**config.mk**
```make
export PLATFORM = sky130hd
export DESIGN_NAME = cgraControlWrapper
export DESIGN_NICKNAME = d
export VERILOG_FILES = /design/src/design/cgraPkg.sv /design/src/design/cgraControlWrapper.sv /design/src/design/configLoader.sv /design/src/design/controlRegs.sv /design/src/design/dtlReadMaster.sv /design/src/design/dtlSlave.sv
export SDC_FILE = /design/constraint.sdc
export NUM_CORES = 1
export LEC_CHECK = 0
export BUFFER_PORTS_ARGS = -buffer_cell sky130_fd_sc_hd__buf_2
export CORE_ASPECT_RATIO = 0.8
export CORE_MARGIN = 2
export CORE_UTILIZATION = 49
export CTS_CLUSTER_DIAMETER = 50
export DETAILED_ROUTE_END_ITERATION = 12
export GPL_ROUTABILITY_DRIVEN = 0
export HOLD_SLACK_MARGIN = 0.06
export PLACE_DENSITY = 0.75
export SETUP_SLACK_MARGIN = 0.5
export SYNTH_ARGS = -nofsm -noshare
export SYNTH_HDL_FRONTEND = slang
export SYNTH_SLANG_ARGS = --single-unit
export TNS_END_PERCENT = 50
```
**constraint.sdc**
```tcl
create_clock -name iClk -period 3.7 [get_ports iClk]
set_clock_uncertainty 0.05 [all_clocks]
set_input_delay 0.37 -clock iClk [delete_from_list [all_inputs] [get_ports iClk]]
set_output_delay 0.37 -clock iClk [all_outputs]
set_load 0.05 [all_outputs]
```
**src/design/cgraPkg.sv**
```systemverilog
package cgraPkg;

	// host and shared-memory bus widths
	parameter int dataWidth = 32;
	parameter int addrWidth = 32;

	typedef logic [dataWidth-1:0] dtlWord;
	typedef logic [addrWidth-1:0] dtlAddr;

	// one write enable per byte lane
	parameter int enableWidth = dataWidth / 8;

	// register offsets relative to the register window base
	// write starts the loader, read returns status
	parameter dtlAddr regStatusOffset = 32'h0;

	// write sets core reset, read returns the cycle counter
	parameter dtlAddr regResetOffset = 32'h4;

	// read returns the stall counter
	parameter dtlAddr regStallOffset = 32'h8;

	// status word bit positions
	parameter int statusConfigDone = 0;
	parameter int statusHalted = 1;
	parameter int statusReset = 2;
	parameter int statusStall = 3;

endpackage
```
**src/design/cgraControlWrapper.sv**
```systemverilog
module cgraControlWrapper
#(
	parameter cgraPkg::dtlAddr loaderOffset = 32'hC0000,
	parameter int imAddrWidth = 8
)
(
	input logic iClk,
	input logic rstN,
	input logic halted,
	input logic stall,

	// host DTL slave port
	input logic commandValid,
	output logic commandAccept,
	input cgraPkg::dtlAddr address,
	input logic commandReadWrite,
	input logic writeValid,
	output logic writeAccept,
	input cgraPkg::dtlWord writeData,
	input logic [cgraPkg::enableWidth-1:0] writeEnable,
	input logic writeLast,
	output logic readValid,
	output logic readLast,
	input logic readAccept,
	output cgraPkg::dtlWord readData,

	// shared memory DTL master port
	output logic smemCommandValid,
	input logic smemCommandAccept,
	output cgraPkg::dtlAddr smemAddress,
	output logic smemCommandReadWrite,
	output logic smemWriteValid,
	output cgraPkg::dtlWord smemWriteData,
	output logic [cgraPkg::enableWidth-1:0] smemWriteEnable,
	output logic smemWriteLast,
	input logic smemReadValid,
	output logic smemReadAccept,
	input logic smemReadLast,
	input cgraPkg::dtlWord smemReadData,

	output logic coreReset,
	output logic configDone,
	output logic imWriteEnable,
	output logic [imAddrWidth-1:0] imWriteAddress,
	output cgraPkg::dtlWord imWriteData
);

	logic regWrite;
	cgraPkg::dtlAddr regOffset;
	cgraPkg::dtlWord regWriteData;
	cgraPkg::dtlWord regReadData;
	logic loadStart;
	cgraPkg::dtlWord loadBase;
	logic loaderReset;
	logic fetchRequest;
	cgraPkg::dtlAddr fetchAddress;
	logic fetchValid;
	cgraPkg::dtlWord fetchData;

	dtlSlave #(
		.loaderOffset(loaderOffset)
	) hostSlave (
		.iClk(iClk), .rstN(rstN),
		.commandValid(commandValid), .commandAccept(commandAccept),
		.address(address), .commandReadWrite(commandReadWrite),
		.writeValid(writeValid), .writeAccept(writeAccept), .writeData(writeData),
		.writeEnable(writeEnable), .writeLast(writeLast),
		.readValid(readValid), .readLast(readLast), .readAccept(readAccept),
		.readData(readData),
		.regWrite(regWrite), .regOffset(regOffset), .regWriteData(regWriteData),
		.regReadData(regReadData)
	);

	controlRegs regs (
		.iClk(iClk), .rstN(rstN),
		.regWrite(regWrite), .regOffset(regOffset), .regWriteData(regWriteData),
		.regReadData(regReadData),
		.loaderReset(loaderReset), .configDone(configDone),
		.loadStart(loadStart), .loadBase(loadBase),
		.halted(halted), .stall(stall), .coreReset(coreReset)
	);

	configLoader #(
		.imAddrWidth(imAddrWidth)
	) loader (
		.iClk(iClk), .rstN(rstN),
		.loadStart(loadStart), .loadBase(loadBase),
		.fetchRequest(fetchRequest), .fetchAddress(fetchAddress),
		.fetchValid(fetchValid), .fetchData(fetchData),
		.loaderReset(loaderReset), .configDone(configDone),
		.imWriteEnable(imWriteEnable), .imWriteAddress(imWriteAddress),
		.imWriteData(imWriteData)
	);

	dtlReadMaster smemMaster (
		.iClk(iClk), .rstN(rstN),
		.fetchRequest(fetchRequest), .fetchAddress(fetchAddress),
		.fetchValid(fetchValid), .fetchData(fetchData),
		.smemCommandValid(smemCommandValid), .smemCommandAccept(smemCommandAccept),
		.smemAddress(smemAddress), .smemCommandReadWrite(smemCommandReadWrite),
		.smemWriteValid(smemWriteValid), .smemWriteData(smemWriteData),
		.smemWriteEnable(smemWriteEnable), .smemWriteLast(smemWriteLast),
		.smemReadValid(smemReadValid), .smemReadAccept(smemReadAccept),
		.smemReadLast(smemReadLast), .smemReadData(smemReadData)
	);

endmodule

```
**src/design/configLoader.sv**
```systemverilog
module configLoader
#(
	parameter int imAddrWidth = 8
)
(
	input logic iClk,
	input logic rstN,

	// start from the register map
	input logic loadStart,
	input cgraPkg::dtlWord loadBase,

	// shared memory fetches
	output logic fetchRequest,
	output cgraPkg::dtlAddr fetchAddress,
	input logic fetchValid,
	input cgraPkg::dtlWord fetchData,

	// status
	output logic loaderReset,
	output logic configDone,

	// instruction memory write port
	output logic imWriteEnable,
	output logic [imAddrWidth-1:0] imWriteAddress,
	output cgraPkg::dtlWord imWriteData
);

	typedef enum logic [1:0] {stIdle, stHeader, stBody} stateType;

	stateType state;
	logic [imAddrWidth:0] wordCount;
	logic [imAddrWidth:0] wordIndex;
	logic [imAddrWidth:0] nextIndex;
	logic [imAddrWidth:0] headerCount;

	assign nextIndex = wordIndex + 1'b1;
	assign headerCount = fetchData[imAddrWidth:0];

	always_ff @(posedge iClk or negedge rstN)
	begin
		if (!rstN)
		begin
			state <= stIdle;
			fetchRequest <= 1'b0;
			loaderReset <= 1'b0;
			configDone <= 1'b0;
			imWriteEnable <= 1'b0;
		end
		else
		begin
			fetchRequest <= 1'b0;
			imWriteEnable <= 1'b0;
			case (state)
				// starts while busy are dropped here
				stIdle:
					if (loadStart)
					begin
						loaderReset <= 1'b1;
						configDone <= 1'b0;
						fetchRequest <= 1'b1;
						state <= stHeader;
					end
				stHeader:
					if (fetchValid)
					begin
						if (headerCount == '0)
						begin
							loaderReset <= 1'b0;
							configDone <= 1'b1;
							state <= stIdle;
						end
						else
						begin
							fetchRequest <= 1'b1;
							state <= stBody;
						end
					end
				stBody:
					if (fetchValid)
					begin
						imWriteEnable <= 1'b1;
						if (nextIndex == wordCount)
						begin
							loaderReset <= 1'b0;
							configDone <= 1'b1;
							state <= stIdle;
						end
						else
							fetchRequest <= 1'b1;
					end
				default:
					state <= stIdle;
			endcase
		end
	end

	always_ff @(posedge iClk)
	begin
		if (state == stIdle && loadStart)
			fetchAddress <= loadBase;
		if (state == stHeader && fetchValid)
		begin
			wordCount <= headerCount;
			wordIndex <= '0;
			fetchAddress <= fetchAddress + 'd4;
		end
		// image words follow the header back to back
		if (state == stBody && fetchValid)
		begin
			imWriteAddress <= wordIndex[imAddrWidth-1:0];
			imWriteData <= fetchData;
			wordIndex <= nextIndex;
			fetchAddress <= fetchAddress + 'd4;
		end
	end

endmodule

```
**src/design/controlRegs.sv**
```systemverilog
module controlRegs
(
	input logic iClk,
	input logic rstN,

	// register access from the slave
	input logic regWrite,
	input cgraPkg::dtlAddr regOffset,
	input cgraPkg::dtlWord regWriteData,
	output cgraPkg::dtlWord regReadData,

	// loader
	input logic loaderReset,
	input logic configDone,
	output logic loadStart,
	output cgraPkg::dtlWord loadBase,

	// core
	input logic halted,
	input logic stall,
	output logic coreReset
);

	logic coreResetReg;
	logic running;
	cgraPkg::dtlWord cycleCount;
	cgraPkg::dtlWord stallCount;
	cgraPkg::dtlWord status;

	always_ff @(posedge iClk or negedge rstN)
	begin
		if (!rstN)
			coreResetReg <= 1'b1;
		else if (regWrite && regOffset == cgraPkg::regResetOffset)
			coreResetReg <= regWriteData[0];
	end

	assign coreReset = loaderReset | coreResetReg;
	assign running = !coreReset && !halted;

	// performance counters only run while the core runs
	always_ff @(posedge iClk or negedge rstN)
	begin
		if (!rstN)
		begin
			cycleCount <= '0;
			stallCount <= '0;
		end
		else if (coreReset)
		begin
			cycleCount <= '0;
			stallCount <= '0;
		end
		else
		begin
			if (running)
				cycleCount <= cycleCount + 1'b1;
			if (running && stall)
				stallCount <= stallCount + 1'b1;
		end
	end

	assign loadStart = regWrite && (regOffset == cgraPkg::regStatusOffset);
	assign loadBase = regWriteData;

	always_comb
	begin
		status = '0;
		status[cgraPkg::statusConfigDone] = configDone;
		status[cgraPkg::statusHalted] = halted;
		status[cgraPkg::statusReset] = coreReset;
		status[cgraPkg::statusStall] = stall;
	end

	always_comb
	begin
		case (regOffset)
			cgraPkg::regStatusOffset:
				regReadData = status;
			cgraPkg::regResetOffset:
				regReadData = cycleCount;
			cgraPkg::regStallOffset:
				regReadData = stallCount;
			default:
				regReadData = '0;
		endcase
	end

endmodule

```
**src/design/dtlReadMaster.sv**
```systemverilog
module dtlReadMaster
(
	input logic iClk,
	input logic rstN,

	// fetch side
	input logic fetchRequest,
	input cgraPkg::dtlAddr fetchAddress,
	output logic fetchValid,
	output cgraPkg::dtlWord fetchData,

	// shared memory side
	output logic smemCommandValid,
	input logic smemCommandAccept,
	output cgraPkg::dtlAddr smemAddress,
	output logic smemCommandReadWrite,
	output logic smemWriteValid,
	output cgraPkg::dtlWord smemWriteData,
	output logic [cgraPkg::enableWidth-1:0] smemWriteEnable,
	output logic smemWriteLast,
	input logic smemReadValid,
	output logic smemReadAccept,
	input logic smemReadLast,
	input cgraPkg::dtlWord smemReadData
);

	typedef enum logic [1:0] {stIdle, stCommand, stRead} stateType;

	stateType state;

	always_ff @(posedge iClk or negedge rstN)
	begin
		if (!rstN)
		begin
			state <= stIdle;
			fetchValid <= 1'b0;
		end
		else
		begin
			fetchValid <= (state == stRead) && smemReadValid && smemReadLast;
			case (state)
				stIdle:
					if (fetchRequest)
						state <= stCommand;
				stCommand:
					if (smemCommandAccept)
						state <= stRead;
				stRead:
					if (smemReadValid && smemReadLast)
						state <= stIdle;
				default:
					state <= stIdle;
			endcase
		end
	end

	always_ff @(posedge iClk)
	begin
		if (state == stIdle && fetchRequest)
			smemAddress <= fetchAddress;
		if (state == stRead && smemReadValid)
			fetchData <= smemReadData;
	end

	assign smemCommandValid = (state == stCommand);
	assign smemReadAccept = (state == stRead);

	// read-only master
	assign smemCommandReadWrite = 1'b1;
	assign smemWriteValid = 1'b0;
	assign smemWriteData = '0;
	assign smemWriteEnable = '0;
	assign smemWriteLast = 1'b0;

endmodule

```
**src/design/dtlSlave.sv**
```systemverilog
module dtlSlave
#(
	parameter cgraPkg::dtlAddr loaderOffset = 32'hC0000
)
(
	input logic iClk,
	input logic rstN,

	// host side
	input logic commandValid,
	output logic commandAccept,
	input cgraPkg::dtlAddr address,
	input logic commandReadWrite,
	input logic writeValid,
	output logic writeAccept,
	input cgraPkg::dtlWord writeData,
	input logic [cgraPkg::enableWidth-1:0] writeEnable,
	input logic writeLast,
	output logic readValid,
	output logic readLast,
	input logic readAccept,
	output cgraPkg::dtlWord readData,

	// register side
	output logic regWrite,
	output cgraPkg::dtlAddr regOffset,
	output cgraPkg::dtlWord regWriteData,
	input cgraPkg::dtlWord regReadData
);

	typedef enum logic [1:0] {stIdle, stAccept, stWriteWait, stReadHold} stateType;

	stateType state;
	cgraPkg::dtlAddr commandAddress;
	logic commandIsRead;

	always_ff @(posedge iClk or negedge rstN)
	begin
		if (!rstN)
			state <= stIdle;
		else
		begin
			case (state)
				stIdle:
					if (commandValid)
						state <= stAccept;
				stAccept:
					state <= commandIsRead ? stReadHold : stWriteWait;
				// extra beats are absorbed until the last one
				stWriteWait:
					if (writeValid && writeLast)
						state <= stIdle;
				stReadHold:
					if (readAccept)
						state <= stIdle;
				default:
					state <= stIdle;
			endcase
		end
	end

	always_ff @(posedge iClk)
	begin
		if (state == stIdle && commandValid)
		begin
			commandAddress <= address;
			commandIsRead <= commandReadWrite;
		end
		// sample once, then hold while the host stalls
		if (state == stAccept && commandIsRead)
			readData <= regReadData;
	end

	assign commandAccept = (state == stAccept);
	assign writeAccept = (state == stWriteWait) && writeValid;
	assign regWrite = writeAccept;
	assign readValid = (state == stReadHold);
	assign readLast = readValid;
	assign regOffset = commandAddress - loaderOffset;

	// disabled byte lanes write as zero
	always_comb
	begin
		for (int i = 0; i < cgraPkg::enableWidth; i++)
		begin
			regWriteData[8*i +: 8] = writeEnable[i] ? writeData[8*i +: 8] : 8'h00;
		end
	end

endmodule

```
==> results of run 1 <==
[cell families (layout without fill, tap and decap cells)]
| family | count (synthesis) | in the layout | synth area share |
|---|---|---|---|
| buffers and inverters | 85 | 377 | 0.0385 |
| AND/OR/NAND/NOR | 322 | 322 | 0.134 |
| multiplexers | 7 | 7 | 0.00673 |
| other | 2 | 39 | 0.000603 |
| flip-flops | 295 | 295 | 0.680 |
| AO/OA/AOI/OAI | 122 | 122 | 0.0673 |
| XOR/XNOR | 91 | 91 | 0.0640 |
| adder cells (fa/ha/maj) | 8 | 8 | 0.00803 |
[how the worst max path moves through the flow]
stage	slack [ns]	start	end
6_report	0.93	regs.coreResetReg	coreReset
5_1_grt	0.81	regs.coreResetReg	coreReset
4_1_cts	0.90	regs.coreResetReg	coreReset
3_5_place_dp	1.10	hostSlave.state[0]	loader.state[1]
3_3_place_gp	1.18	hostSlave.state[0]	loader.state[0]
2_1_floorplan	0.43	loader.state[0]	loader.fetchAddress[10]
[area by class of cell]
class	instances	area share
inverter	14	0.00339
multi-input combinational	589	0.237
clock inverter	18	0.0100
sequential	295	0.547
clock buffer	37	0.0515
tap	324	0.0262
timing repair buffer	308	0.125
[registers in the layout, indices dropped and copies added, names as in the netlist, 2 cells and up]
name,flops
hostSlave.commandAddress,32
hostSlave.readData,32
hostSlave.state,2
loader.fetchAddress,32
loader.imWriteAddress,8
loader.imWriteData,32
loader.state,2
loader.wordCount,9
loader.wordIndex,9
regs.cycleCount,32
regs.stallCount,32
smemMaster.fetchData,32
smemMaster.smemAddress,32
smemMaster.state,2
[per-layer routing]
metal	global-route usage	share of wire
met1	0.300	0.45
met2	0.324	0.46
met3	0.0354	0.061
met4	0.0629	0.027
met5	0	0.00050
[cell usage in the layout (no fill, tap or decap), types with 13 or more instances in the layout]
| master | synthesis | routed |
|---|---|---|
| a22o_1 | 30 | 30 |
| dlygate4sd3_1 | 0 | 71 |
| edfxtp_1 | 219 | 219 |
| a21oi_1 | 17 | 17 |
| xor2_1 | 62 | 62 |
| buf_2 | 7 | 223 |
| nand3_1 | 59 | 59 |
| and3_1 | 16 | 16 |
| or3_1 | 14 | 14 |
| conb_1 | 2 | 39 |
| buf_4 | 40 | 14 |
| nor2_1 | 78 | 77 |
| o21ai_0 | 47 | 47 |
| dfrtp_1 | 75 | 75 |
| clkbuf_16 | 0 | 31 |
| nand2_1 | 57 | 57 |
| xnor2_1 | 29 | 29 |
| inv_1 | 13 | 13 |
| nand4_1 | 25 | 25 |
[synth_stat cells, types with 5 or more instances]
cell type,instances
nand4_1,25
buf_1,5
o21ai_0,47
buf_2,7
nand3_1,59
nor2b_1,12
and4_1,10
dfrtp_1,75
a22o_1,30
and2_1,8
or3_1,14
and3_1,16
ha_1,8
nor3_1,13
xnor2_1,29
inv_1,13
edfxtp_1,219
nor2_1,78
nor4_1,10
clkbuf_1,18
xor2_1,62
a21oi_1,17
nand2_1,57
buf_4,40
[power groups by stage]
stage               clock network [mW]  registers, mW  logic [mW]
finish                            2.94           3.77       0.644
global route                      3.11           3.78       0.688
CTS                               2.98           3.77       0.649
detailed placement                   0           3.84       0.587
global placement                     0           3.83       0.578
floorplan                            0           3.95       0.312
[tightest hold or removal path, delay by kind of cell]
kind                   cells  cell delay, ns
and+or+nand+nor            2            0.11
buffers and inverters      1            0.09
AOI/OAI and AO/OA          1            0.07
[what timing repair did]
| item | CTS | global route |
|---|---|---|
| endpoints found under the setup margin | 0 | 0 |
| hold buffers | 71 | 0 |
| hold endpoints to repair | 145 | 0 |
==> impl_metrics.tcl, run 1 <==
set metrics [dict create \
    rows 52 \
    multi_input_area_um2 3680 \
    finalHoldViolations 0 \
    yosys.area.top_type "edfxtp_1" \
    hold_path.class "input pin to register" \
    cellPowerDensity_nw_per_um2 474 \
    grt_pass1_vias 8254 \
    wl_per_cell_um 17.5 \
    p_int_mw 5.56 \
    p_seq_frac 0.513 \
    maxSlewHeadroom 0.350 \
    cp.arrival_ns 2.35 \
    clkPwrFrac 0.400 \
    hp-start "writeValid" \
    fin_area_um2 15500 \
    fin_crit_ns 2.77 \
    power_mw 7.35 \
    post_cts_resized 0 \
    worstPathCellList "or2_2 > buf_4 > buf_2" \
    ant_nets 0 \
    die_x_um 182 \
    insertion_delay_ns 0.56 \
    worstSetupPathDepth 3 \
    io_buffers 224 \
    finalWirelength_um 27800 \
    antenna_found_initial 1 \
    endpoint_kind "output port" \
    io_pins 264 \
    drive_above_1_share 0.239 \
    tightest_slew_ns 0.975 \
    worstPathRequired_ns 3.28 \
    drc 0 \
    grt_usage 0.207 \
    startpoint_type "register" \
    via_count 8359 \
    cts_setup_buffers 0 \
    peakVddDrop_uv 431 \
    register_area_um2 8480 \
    crit_path_max_incr_delay_ns 0.55 \
    p_sw_mw 1.79 \
    cts_num_sinks 295 \
    dieArea_um2 26700 \
    post-route-period-util 0.749 \
    synth_cell_types 60 \
    grt_setup_unrepaired "false" \
    worst-path-buf-inv 2 \
    via_per_inst 5.27 \
    synth_area_leaders "edfxtp_1 (53%), dfrtp_1 (15%), xor2_1 (4.4%)" \
    critical-path-slowest-cell "buf_4" \
    synth_top_area_frac 0.528 \
    outcome "finished clean" \
    crit_fanout 53 \
    crit_type "register to output port" \
    min_to "hostSlave.state[1]" \
    path_clk_slew_ns 0.06 \
    fin_ws_ns 0.929 \
    place_ws_ns 1.10 \
    fin_util 0.617 \
    clk_path_buf_depth 3 \
    die_y_um 147 \
    worstHoldPathCells 4 \
    switching_share 0.244 \
    yosysWarnings 0 \
    ys.flop_type "edfxtp_1" \
    synthArstFlopShare 0.258 \
    core_area_um2 25100 \
    r2r_start "hostSlave.state[0]" \
    dp_hpwl_um 18100 \
    yosysSeqAreaShare 0.680 \
    start_util 0.496 \
    grt_pass1_wl_um 43900 \
    antennaDiodeCount 0 \
    post-place-cells 1459 \
    cts-root-buf "clkbuf_16" \
    p_leak_nw 6.02 \
    num-fill-cells 1931 \
    holdWs_ns 0.0821 \
    dr.pass1.iters 5 \
    power_frac_comb 0.088 \
    regToRegSetupSlack_ns 1.07 \
    synth_area_um2 12500 \
    synth_edf_count 219 \
    syn_area_per_cell_um2 13.4 \
    overflow 0 \
    synth_seq_cells 295 \
    final-instance-count-excl-fill 1585 \
    setup_tns_ns 0 \
    reg2reg_to "loader.state[1]" \
    slew_violations 0 \
    cp_top_family "buffers and inverters" \
    cts_tree "done" \
    synthCells 932 \
    dpl-instance-area_um2 13800 \
    drv_cap 0 \
    grt_max_degree 77 \
    syn_to_final_growth_pct 24.4 \
    setup_viol 0 \
    drtIter0Drc 624 \
    htreeDepth 1 \
    cts_made_buffers 31 \
    clock.fmax_ghz 0.361 \
    reg2reg_depth 6 \
    final_nets 1359 \
]
(Power assumes the default switching activity.)
==> inputs of run 2 (changes only) <==
--- a/config.mk
+++ b/config.mk
@@ -5,10 +5,11 @@
 export SDC_FILE = /design/constraint.sdc
 export NUM_CORES = 1
 export LEC_CHECK = 0
+export ABC_AREA = 1
 export BUFFER_PORTS_ARGS = -buffer_cell sky130_fd_sc_hd__buf_2
 export CORE_ASPECT_RATIO = 0.8
 export CORE_MARGIN = 2
-export CORE_UTILIZATION = 49
+export CORE_UTILIZATION = 50
 export CTS_CLUSTER_DIAMETER = 50
 export DETAILED_ROUTE_END_ITERATION = 12
 export GPL_ROUTABILITY_DRIVEN = 0
==> constraint.sdc (replaced) <==
create_clock -name iClk -period 2.24 [get_ports iClk]
set_clock_uncertainty 0.05 [all_clocks]
set_input_delay 0.224 -clock iClk [delete_from_list [all_inputs] [get_ports iClk]]
set_output_delay 0.224 -clock iClk [all_outputs]
set_load 0.05 [all_outputs]
==> impl_metrics.tcl, run 2 <==
set metrics [dict create \
    dp_hpwl_um 23200 \
    slew_violations 0 \
    finalWirelength_um 43200 \
    final_nets 1899 \
    cts-root-buf "clkbuf_16" \
    clock.fmax_ghz 0.471 \
    path_clk_slew_ns 0.06 \
    finalHoldViolations 0 \
    drc 0 \
    grt_setup_unrepaired "true" \
    endpoint_kind "register" \
    io_buffers 224 \
    tightest_slew_ns 0.549 \
    cellPowerDensity_nw_per_um2 763 \
    synth.most_common_cell "nand2_1" \
    dpl-instance-area_um2 15100 \
    grt_max_degree 45 \
    rows 53 \
    holdWs_ns 0.0560 \
    layout_commonest_cell "buf_2" \
    fin_crit_ns 2.12 \
    crit_fanout 4 \
    r2r_start "loader.fetchAddress[2]" \
    reg2reg_to "loader.fetchAddress[21]" \
    fin_area_um2 19400 \
    grt_pass1_wl_um 60300 \
    synth_area_leaders "edfxtp_1 (49%), dfrtp_1 (14%), nand2_1 (6.8%)" \
    setup_tns_ns 0 \
    fin_ws_ns 0.116 \
    grt_usage 0.274 \
    htreeDepth 2 \
    synthTopCellsByCount "nand2_1 (244), edfxtp_1 (219), inv_1 (157)" \
    clk_path_buf_depth 3 \
    worstPathRequired_ns 2.48 \
    drtIter0Drc 1493 \
    ant_nets 0 \
    ys.flop_type "edfxtp_1" \
    antenna_found_initial 2 \
    peakVddDrop_uv 646 \
    die_y_um 151 \
    hp-start "writeValid" \
    outcome "finished clean" \
    io_pins 264 \
    cts_num_sinks 295 \
    final_cell_mix "buf_2 (221), edfxtp_1 (219), nand2_1 (207)" \
    yosys.area.top_type "edfxtp_1" \
    syn_area_per_cell_um2 10.3 \
    place_ws_ns 0.108 \
    syn_to_final_growth_pct 44.2 \
    synth_cell_types 51 \
    hold_path.class "input pin to register" \
    grt_pass1_vias 11300 \
    drv_cap 0 \
    dr.pass1.iters 9 \
    yosysSeqAreaShare 0.629 \
    start_util 0.510 \
    core_area_um2 26400 \
    p_leak_nw 8.23 \
    via_per_inst 5.63 \
    insertion_delay_ns 0.53 \
    cp.arrival_ns 2.36 \
    min_to "regs.coreResetReg" \
    post-route-period-util 0.948 \
    drive_above_1_share 0.353 \
    die_x_um 188 \
    setup_viol 0 \
    cts_tree "done" \
    cts_made_buffers 35 \
    reg2reg_depth 12 \
    dieArea_um2 28300 \
    synth_top_area_frac 0.488 \
    wl_per_cell_um 19.9 \
    synthCells 1311 \
    worstHoldPathCells 5 \
    startpoint_type "register" \
    overflow 0 \
    regToRegSetupSlack_ns 0.12 \
    maxSlewHeadroom 0.634 \
    synthArstFlopShare 0.258 \
    synth_edf_count 219 \
    crit_type "register to register" \
    yosysWarnings 0 \
    via_count 12187 \
    synth_seq_cells 295 \
    synth_area_um2 13500 \
]
==> run 2: kinds of logic after synthesis <==
logic type,synth area share
XOR/XNOR,0.0156
adder cells (fa/ha/maj),0.00743
buffers and inverters,0.0786
other,0.000558
AO/OA/AOI/OAI,0.0686
AND/OR/NAND/NOR,0.200
flip-flops,0.629
==> run 2: power by group <==
group | total (mW) | internal [mW] | switching (mW)
Sequential | 6.69 | 6.35 | 0.342
Combinational | 2.33 | 0.715 | 1.62
Clock | 5.79 | 3.40 | 2.39
Total | 14.8 | 10.5 | 4.35
==> run 2: metal layers <==
layer	up-vias	share of wire	track usage
li1	5360	-	-
met1	5776	0.36	0.346
met2	876	0.50	0.473
met3	175	0.094	0.0533
met4	0	0.043	0.105
met5	-	0	0
==> run 2: worst max-delay path by stage <==
stage / end / startpoint
4_1_cts: loader.fetchAddress[21] / loader.fetchAddress[2]
3_3_place_gp: loader.fetchAddress[24] / hostSlave.commandAddress[20]
3_5_place_dp: loader.state[0] / loader.wordIndex[1]
6_report: loader.fetchAddress[21] / loader.fetchAddress[2]
2_1_floorplan: loader.fetchAddress[7] / loader.state[0]
5_1_grt: loader.fetchAddress[30] / loader.fetchAddress[15]
==> run 2: final cells by class <==
| class | instances | area, um2 |
|---|---|---|
| flip-flops and latches | 295 | 8480 |
| fillers | 1616 | 6970 |
| multi-input cells | 817 | 5140 |
| repair buffers | 455 | 3480 |
| clock buffers | 41 | 940 |
| inverters | 175 | 683 |
| well taps | 357 | 447 |
| clock inverters | 22 | 229 |
| diodes | 3 | 7.51 |
==> run 2: worst max-delay path: stages, from the launching register on <==
cell and delay [ns]:
edfxtp_1 0.40, buf_6 0.12, buf_6 0.09, nand3_4 0.09, inv_4 0.09, nand2_4 0.08
nor2_4 0.14, nand4_1 0.12, or2_1 0.29, nor2_2 0.15, a21oi_2 0.08, a21oi_2 0.13
inv_1 0.05
==> run 2: per-stage QoR <==
stage | instances | total power, mW | util
floorplan | 1348 | 8.05 | -
global placement | 1893 | 8.52 | 0.572
detailed placement | 1893 | 8.57 | 0.572
CTS | 2126 | 14.6 | 0.701
global route | 2164 | 15.3 | 0.736
finish | 2165 | 14.8 | 0.736
==> run 2: repair_timing <==
action,CTS,global route
resized for setup,132,151
buffers inserted,66,35
pin swaps,44,57
setup endpoints to repair,173,162
hold buffers,92,0
hold endpoints to repair,165,0
cloned,12,1
==> inputs of run 3 (changes only) <==
--- a/config.mk
+++ b/config.mk
@@ -7,9 +7,11 @@
 export LEC_CHECK = 0
 export ABC_AREA = 1
 export BUFFER_PORTS_ARGS = -buffer_cell sky130_fd_sc_hd__buf_2
+export CELL_PAD_IN_SITES_DETAIL_PLACEMENT = 1
+export CELL_PAD_IN_SITES_GLOBAL_PLACEMENT = 2
 export CORE_ASPECT_RATIO = 0.8
 export CORE_MARGIN = 2
-export CORE_UTILIZATION = 50
+export CORE_UTILIZATION = 31
 export CTS_CLUSTER_DIAMETER = 50
 export DETAILED_ROUTE_END_ITERATION = 12
 export GPL_ROUTABILITY_DRIVEN = 0
@@ -18,5 +20,6 @@
 export SETUP_SLACK_MARGIN = 0.5
 export SYNTH_ARGS = -nofsm -noshare
 export SYNTH_HDL_FRONTEND = slang
+export SYNTH_HIERARCHICAL = 1
 export SYNTH_SLANG_ARGS = --single-unit
 export TNS_END_PERCENT = 50
==> impl_metrics.tcl, run 3 <==
set metrics [dict create \
    insertion_delay_ns 0.58 \
    grt_pass1_vias 12502 \
    crit_fanout 33 \
    p_leak_nw 8.98 \
    num-fill-cells 5279 \
    setup_viol 70 \
    synth_area_um2 14700 \
    grt_usage 0.193 \
    crit_type "register to register" \
    final_cell_mix "nand2_1 (336), edfxtp_1 (219), buf_2 (215)" \
    synthArstFlopShare 0.258 \
    cellPowerDensity_nw_per_um2 736 \
    antenna_found_initial 1 \
    endpoint_kind "register" \
    start_util 0.314 \
    clk_path_buf_depth 3 \
    synth.most_common_cell "nand2_1" \
    htreeDepth 2 \
    io_pins 264 \
    ant_nets 0 \
    slew_violations 0 \
    fin_area_um2 20800 \
    dp_hpwl_um 33700 \
    regToRegSetupSlack_ns -0.29 \
    peakVddDrop_uv 496 \
    grt_max_degree 60 \
    drive_above_1_share 0.334 \
    dr.pass1.iters 5 \
    yosysWarnings 6 \
    clock.fmax_ghz 0.395 \
    synth_cell_types 50 \
    syn_to_final_growth_pct 41.5 \
    via_per_inst 4.70 \
    yosys.area.top_type "edfxtp_1" \
    cts_made_buffers 40 \
    worstPathRequired_ns 2.60 \
    io_buffers 224 \
    rows 71 \
    violations "negative setup slack" \
    final_nets 2114 \
    yosysSeqAreaShare 0.576 \
    power_mw 15.3 \
    cts_tree "done" \
    wl_met1_um 23000 \
    finalWirelength_um 51100 \
    ys.flop_type "edfxtp_1" \
    post-route-period-util 1.13 \
    dpl-instance-area_um2 16600 \
    core_area_um2 46900 \
    cp.arrival_ns 2.89 \
    routed-wl-met2_um 24400 \
    grt_pass1_wl_um 72000 \
    wl_per_cell_um 19.3 \
    finalHoldViolations 0 \
    hold_path.class "input pin to register" \
    maxSlewHeadroom 0.476 \
    drc 0 \
    layout_commonest_cell "nand2_1" \
    synth_seq_cells 295 \
    syn_area_per_cell_um2 9.47 \
    synthCells 1554 \
    top_layer "met4" \
    die_x_um 248 \
    synth_area_leaders "edfxtp_1 (45%), dfrtp_1 (13%), nand2_1 (9.4%)" \
    grt_setup_unrepaired "true" \
    cts-root-buf "clkbuf_16" \
    via_count 12403 \
    overflow 0 \
    synth_edf_count 219 \
    drv_cap 0 \
    setup_tns_ns -17.48 \
    final-instance-count-excl-fill 2641 \
    drtIter0Drc 726 \
    post-place-cells 2377 \
    path_clk_slew_ns 0.06 \
    outcome "finished, violations left" \
    dieArea_um2 49200 \
    synthTopCellsByCount "nand2_1 (370), edfxtp_1 (219), nor2_1 (188)" \
    fin_crit_ns 2.53 \
    fin_ws_ns -0.289 \
    synth_top_area_frac 0.447 \
    cts_num_sinks 295 \
    startpoint_type "register" \
    met3WireLength_um 2210 \
    die_y_um 199 \
    tightest_slew_ns 0.785 \
]
## run 3: changes by cell type after synthesis, sizes merged, moves of 4 or more
cell and delta:
nand3 +44, nor3b +4, nand3b +7, a31o -7
nand4 -20, nor4 -8, nor3 -46, nand2 +143
buf +60, o22ai -22, inv +10, nor2 +108
clkbuf -10, a21oi -5
## run 3: per-stage QoR
| step | worst slack [ns] | util | hold slack (ns) |
|---|---|---|---|
| floorplan | -0.0729 | - | -0.122 |
| global placement | -0.191 | 0.353 | 0.308 |
| detailed placement | -0.311 | 0.353 | 0.313 |
| CTS | -0.255 | 0.418 | 0.0602 |
| global route | -0.457 | 0.444 | 0.0937 |
| finish | -0.289 | 0.444 | 0.0732 |
## run 3: per-layer routing
layer,vias to the layer above,global-route usage
met3,84,0.0290
met5,-,0
li1,5839,-
met2,300,0.317
met1,6180,0.261
met4,0,0.0650
## run 3: area by class of cell
cell class	count	area, um2	share of cell area
clock buffer	42	1010	0.0485
clock inverter	27	339	0.0163
inverter	182	721	0.0346
sequential	295	8490	0.408
timing repair buffer	471	3720	0.179
antenna	1	2.50	0.000120
multi-input combinational	1003	5760	0.277
tap	620	776	0.0373
## run 3: worst paths after layout
| path | depth (start not counted) | start | endpoint |
|---|---|---|---|
| worst min-delay path | 5 | writeEnable[3] | loader/fetchAddress[26] |
| min in group asynchronous | 2 | rstN | regs/stallCount[0] |
| worst max-delay path | 17 | hostSlave/commandAddress[18] | hostSlave/readData[12] |
| max in group asynchronous | 3 | rstN | regs/stallCount[18] |
| worst min register to register | 0 | smemMaster/fetchData[10] | loader/imWriteData[10] |
| worst max register to register | 17 | hostSlave/commandAddress[18] | hostSlave/readData[12] |
## run 3: cell families (layout without fill, tap and decap cells)
kind of cell / Yosys count / in the layout / synth area share
buf+inv: 296 / 722 / 0.101
simple gates: 808 / 811 / 0.256
flops: 295 / 295 / 0.576
compound gates: 123 / 123 / 0.0461
fa+ha+maj: 9 / 9 / 0.00765
other cells: 2 / 40 / 0.000510
xor+xnor: 21 / 21 / 0.0125
## run 3: timing repair
| item | 4_1_cts | 5_1_grt |
|---|---|---|
| gates cloned | 3 | 9 |
| pin swaps | 32 | 77 |
| gates resized for setup | 85 | 177 |
| buffers inserted | 27 | 41 |
| setup endpoints to repair | 152 | 190 |
| hold buffers | 114 | 0 |
| hold endpoints to repair | 159 | 0 |
## run 3: power breakdown
part | switching (mW) | internal (mW) | total [mW]
combinational | 1.39 | 0.775 | 2.16
clock | 2.69 | 3.91 | 6.61
sequential | 0.301 | 6.25 | 6.55
## run 3: critical path: stages (launching register included)
cell,delay [ns]
edfxtp_1,0.42
ha_2,0.22
inv_2,0.06
nand2_4,0.07
nor2_4,0.13
nand2_1,0.07
nand2_1,0.08
nand2_1,0.06
nor2_1,0.11
nand2_1,0.08
nor2_2,0.11
nand2_2,0.10
buf_4,0.15
buf_4,0.14
nor2_4,0.12
buf_12,0.20
nand2_1,0.11
o21ai_2,0.08
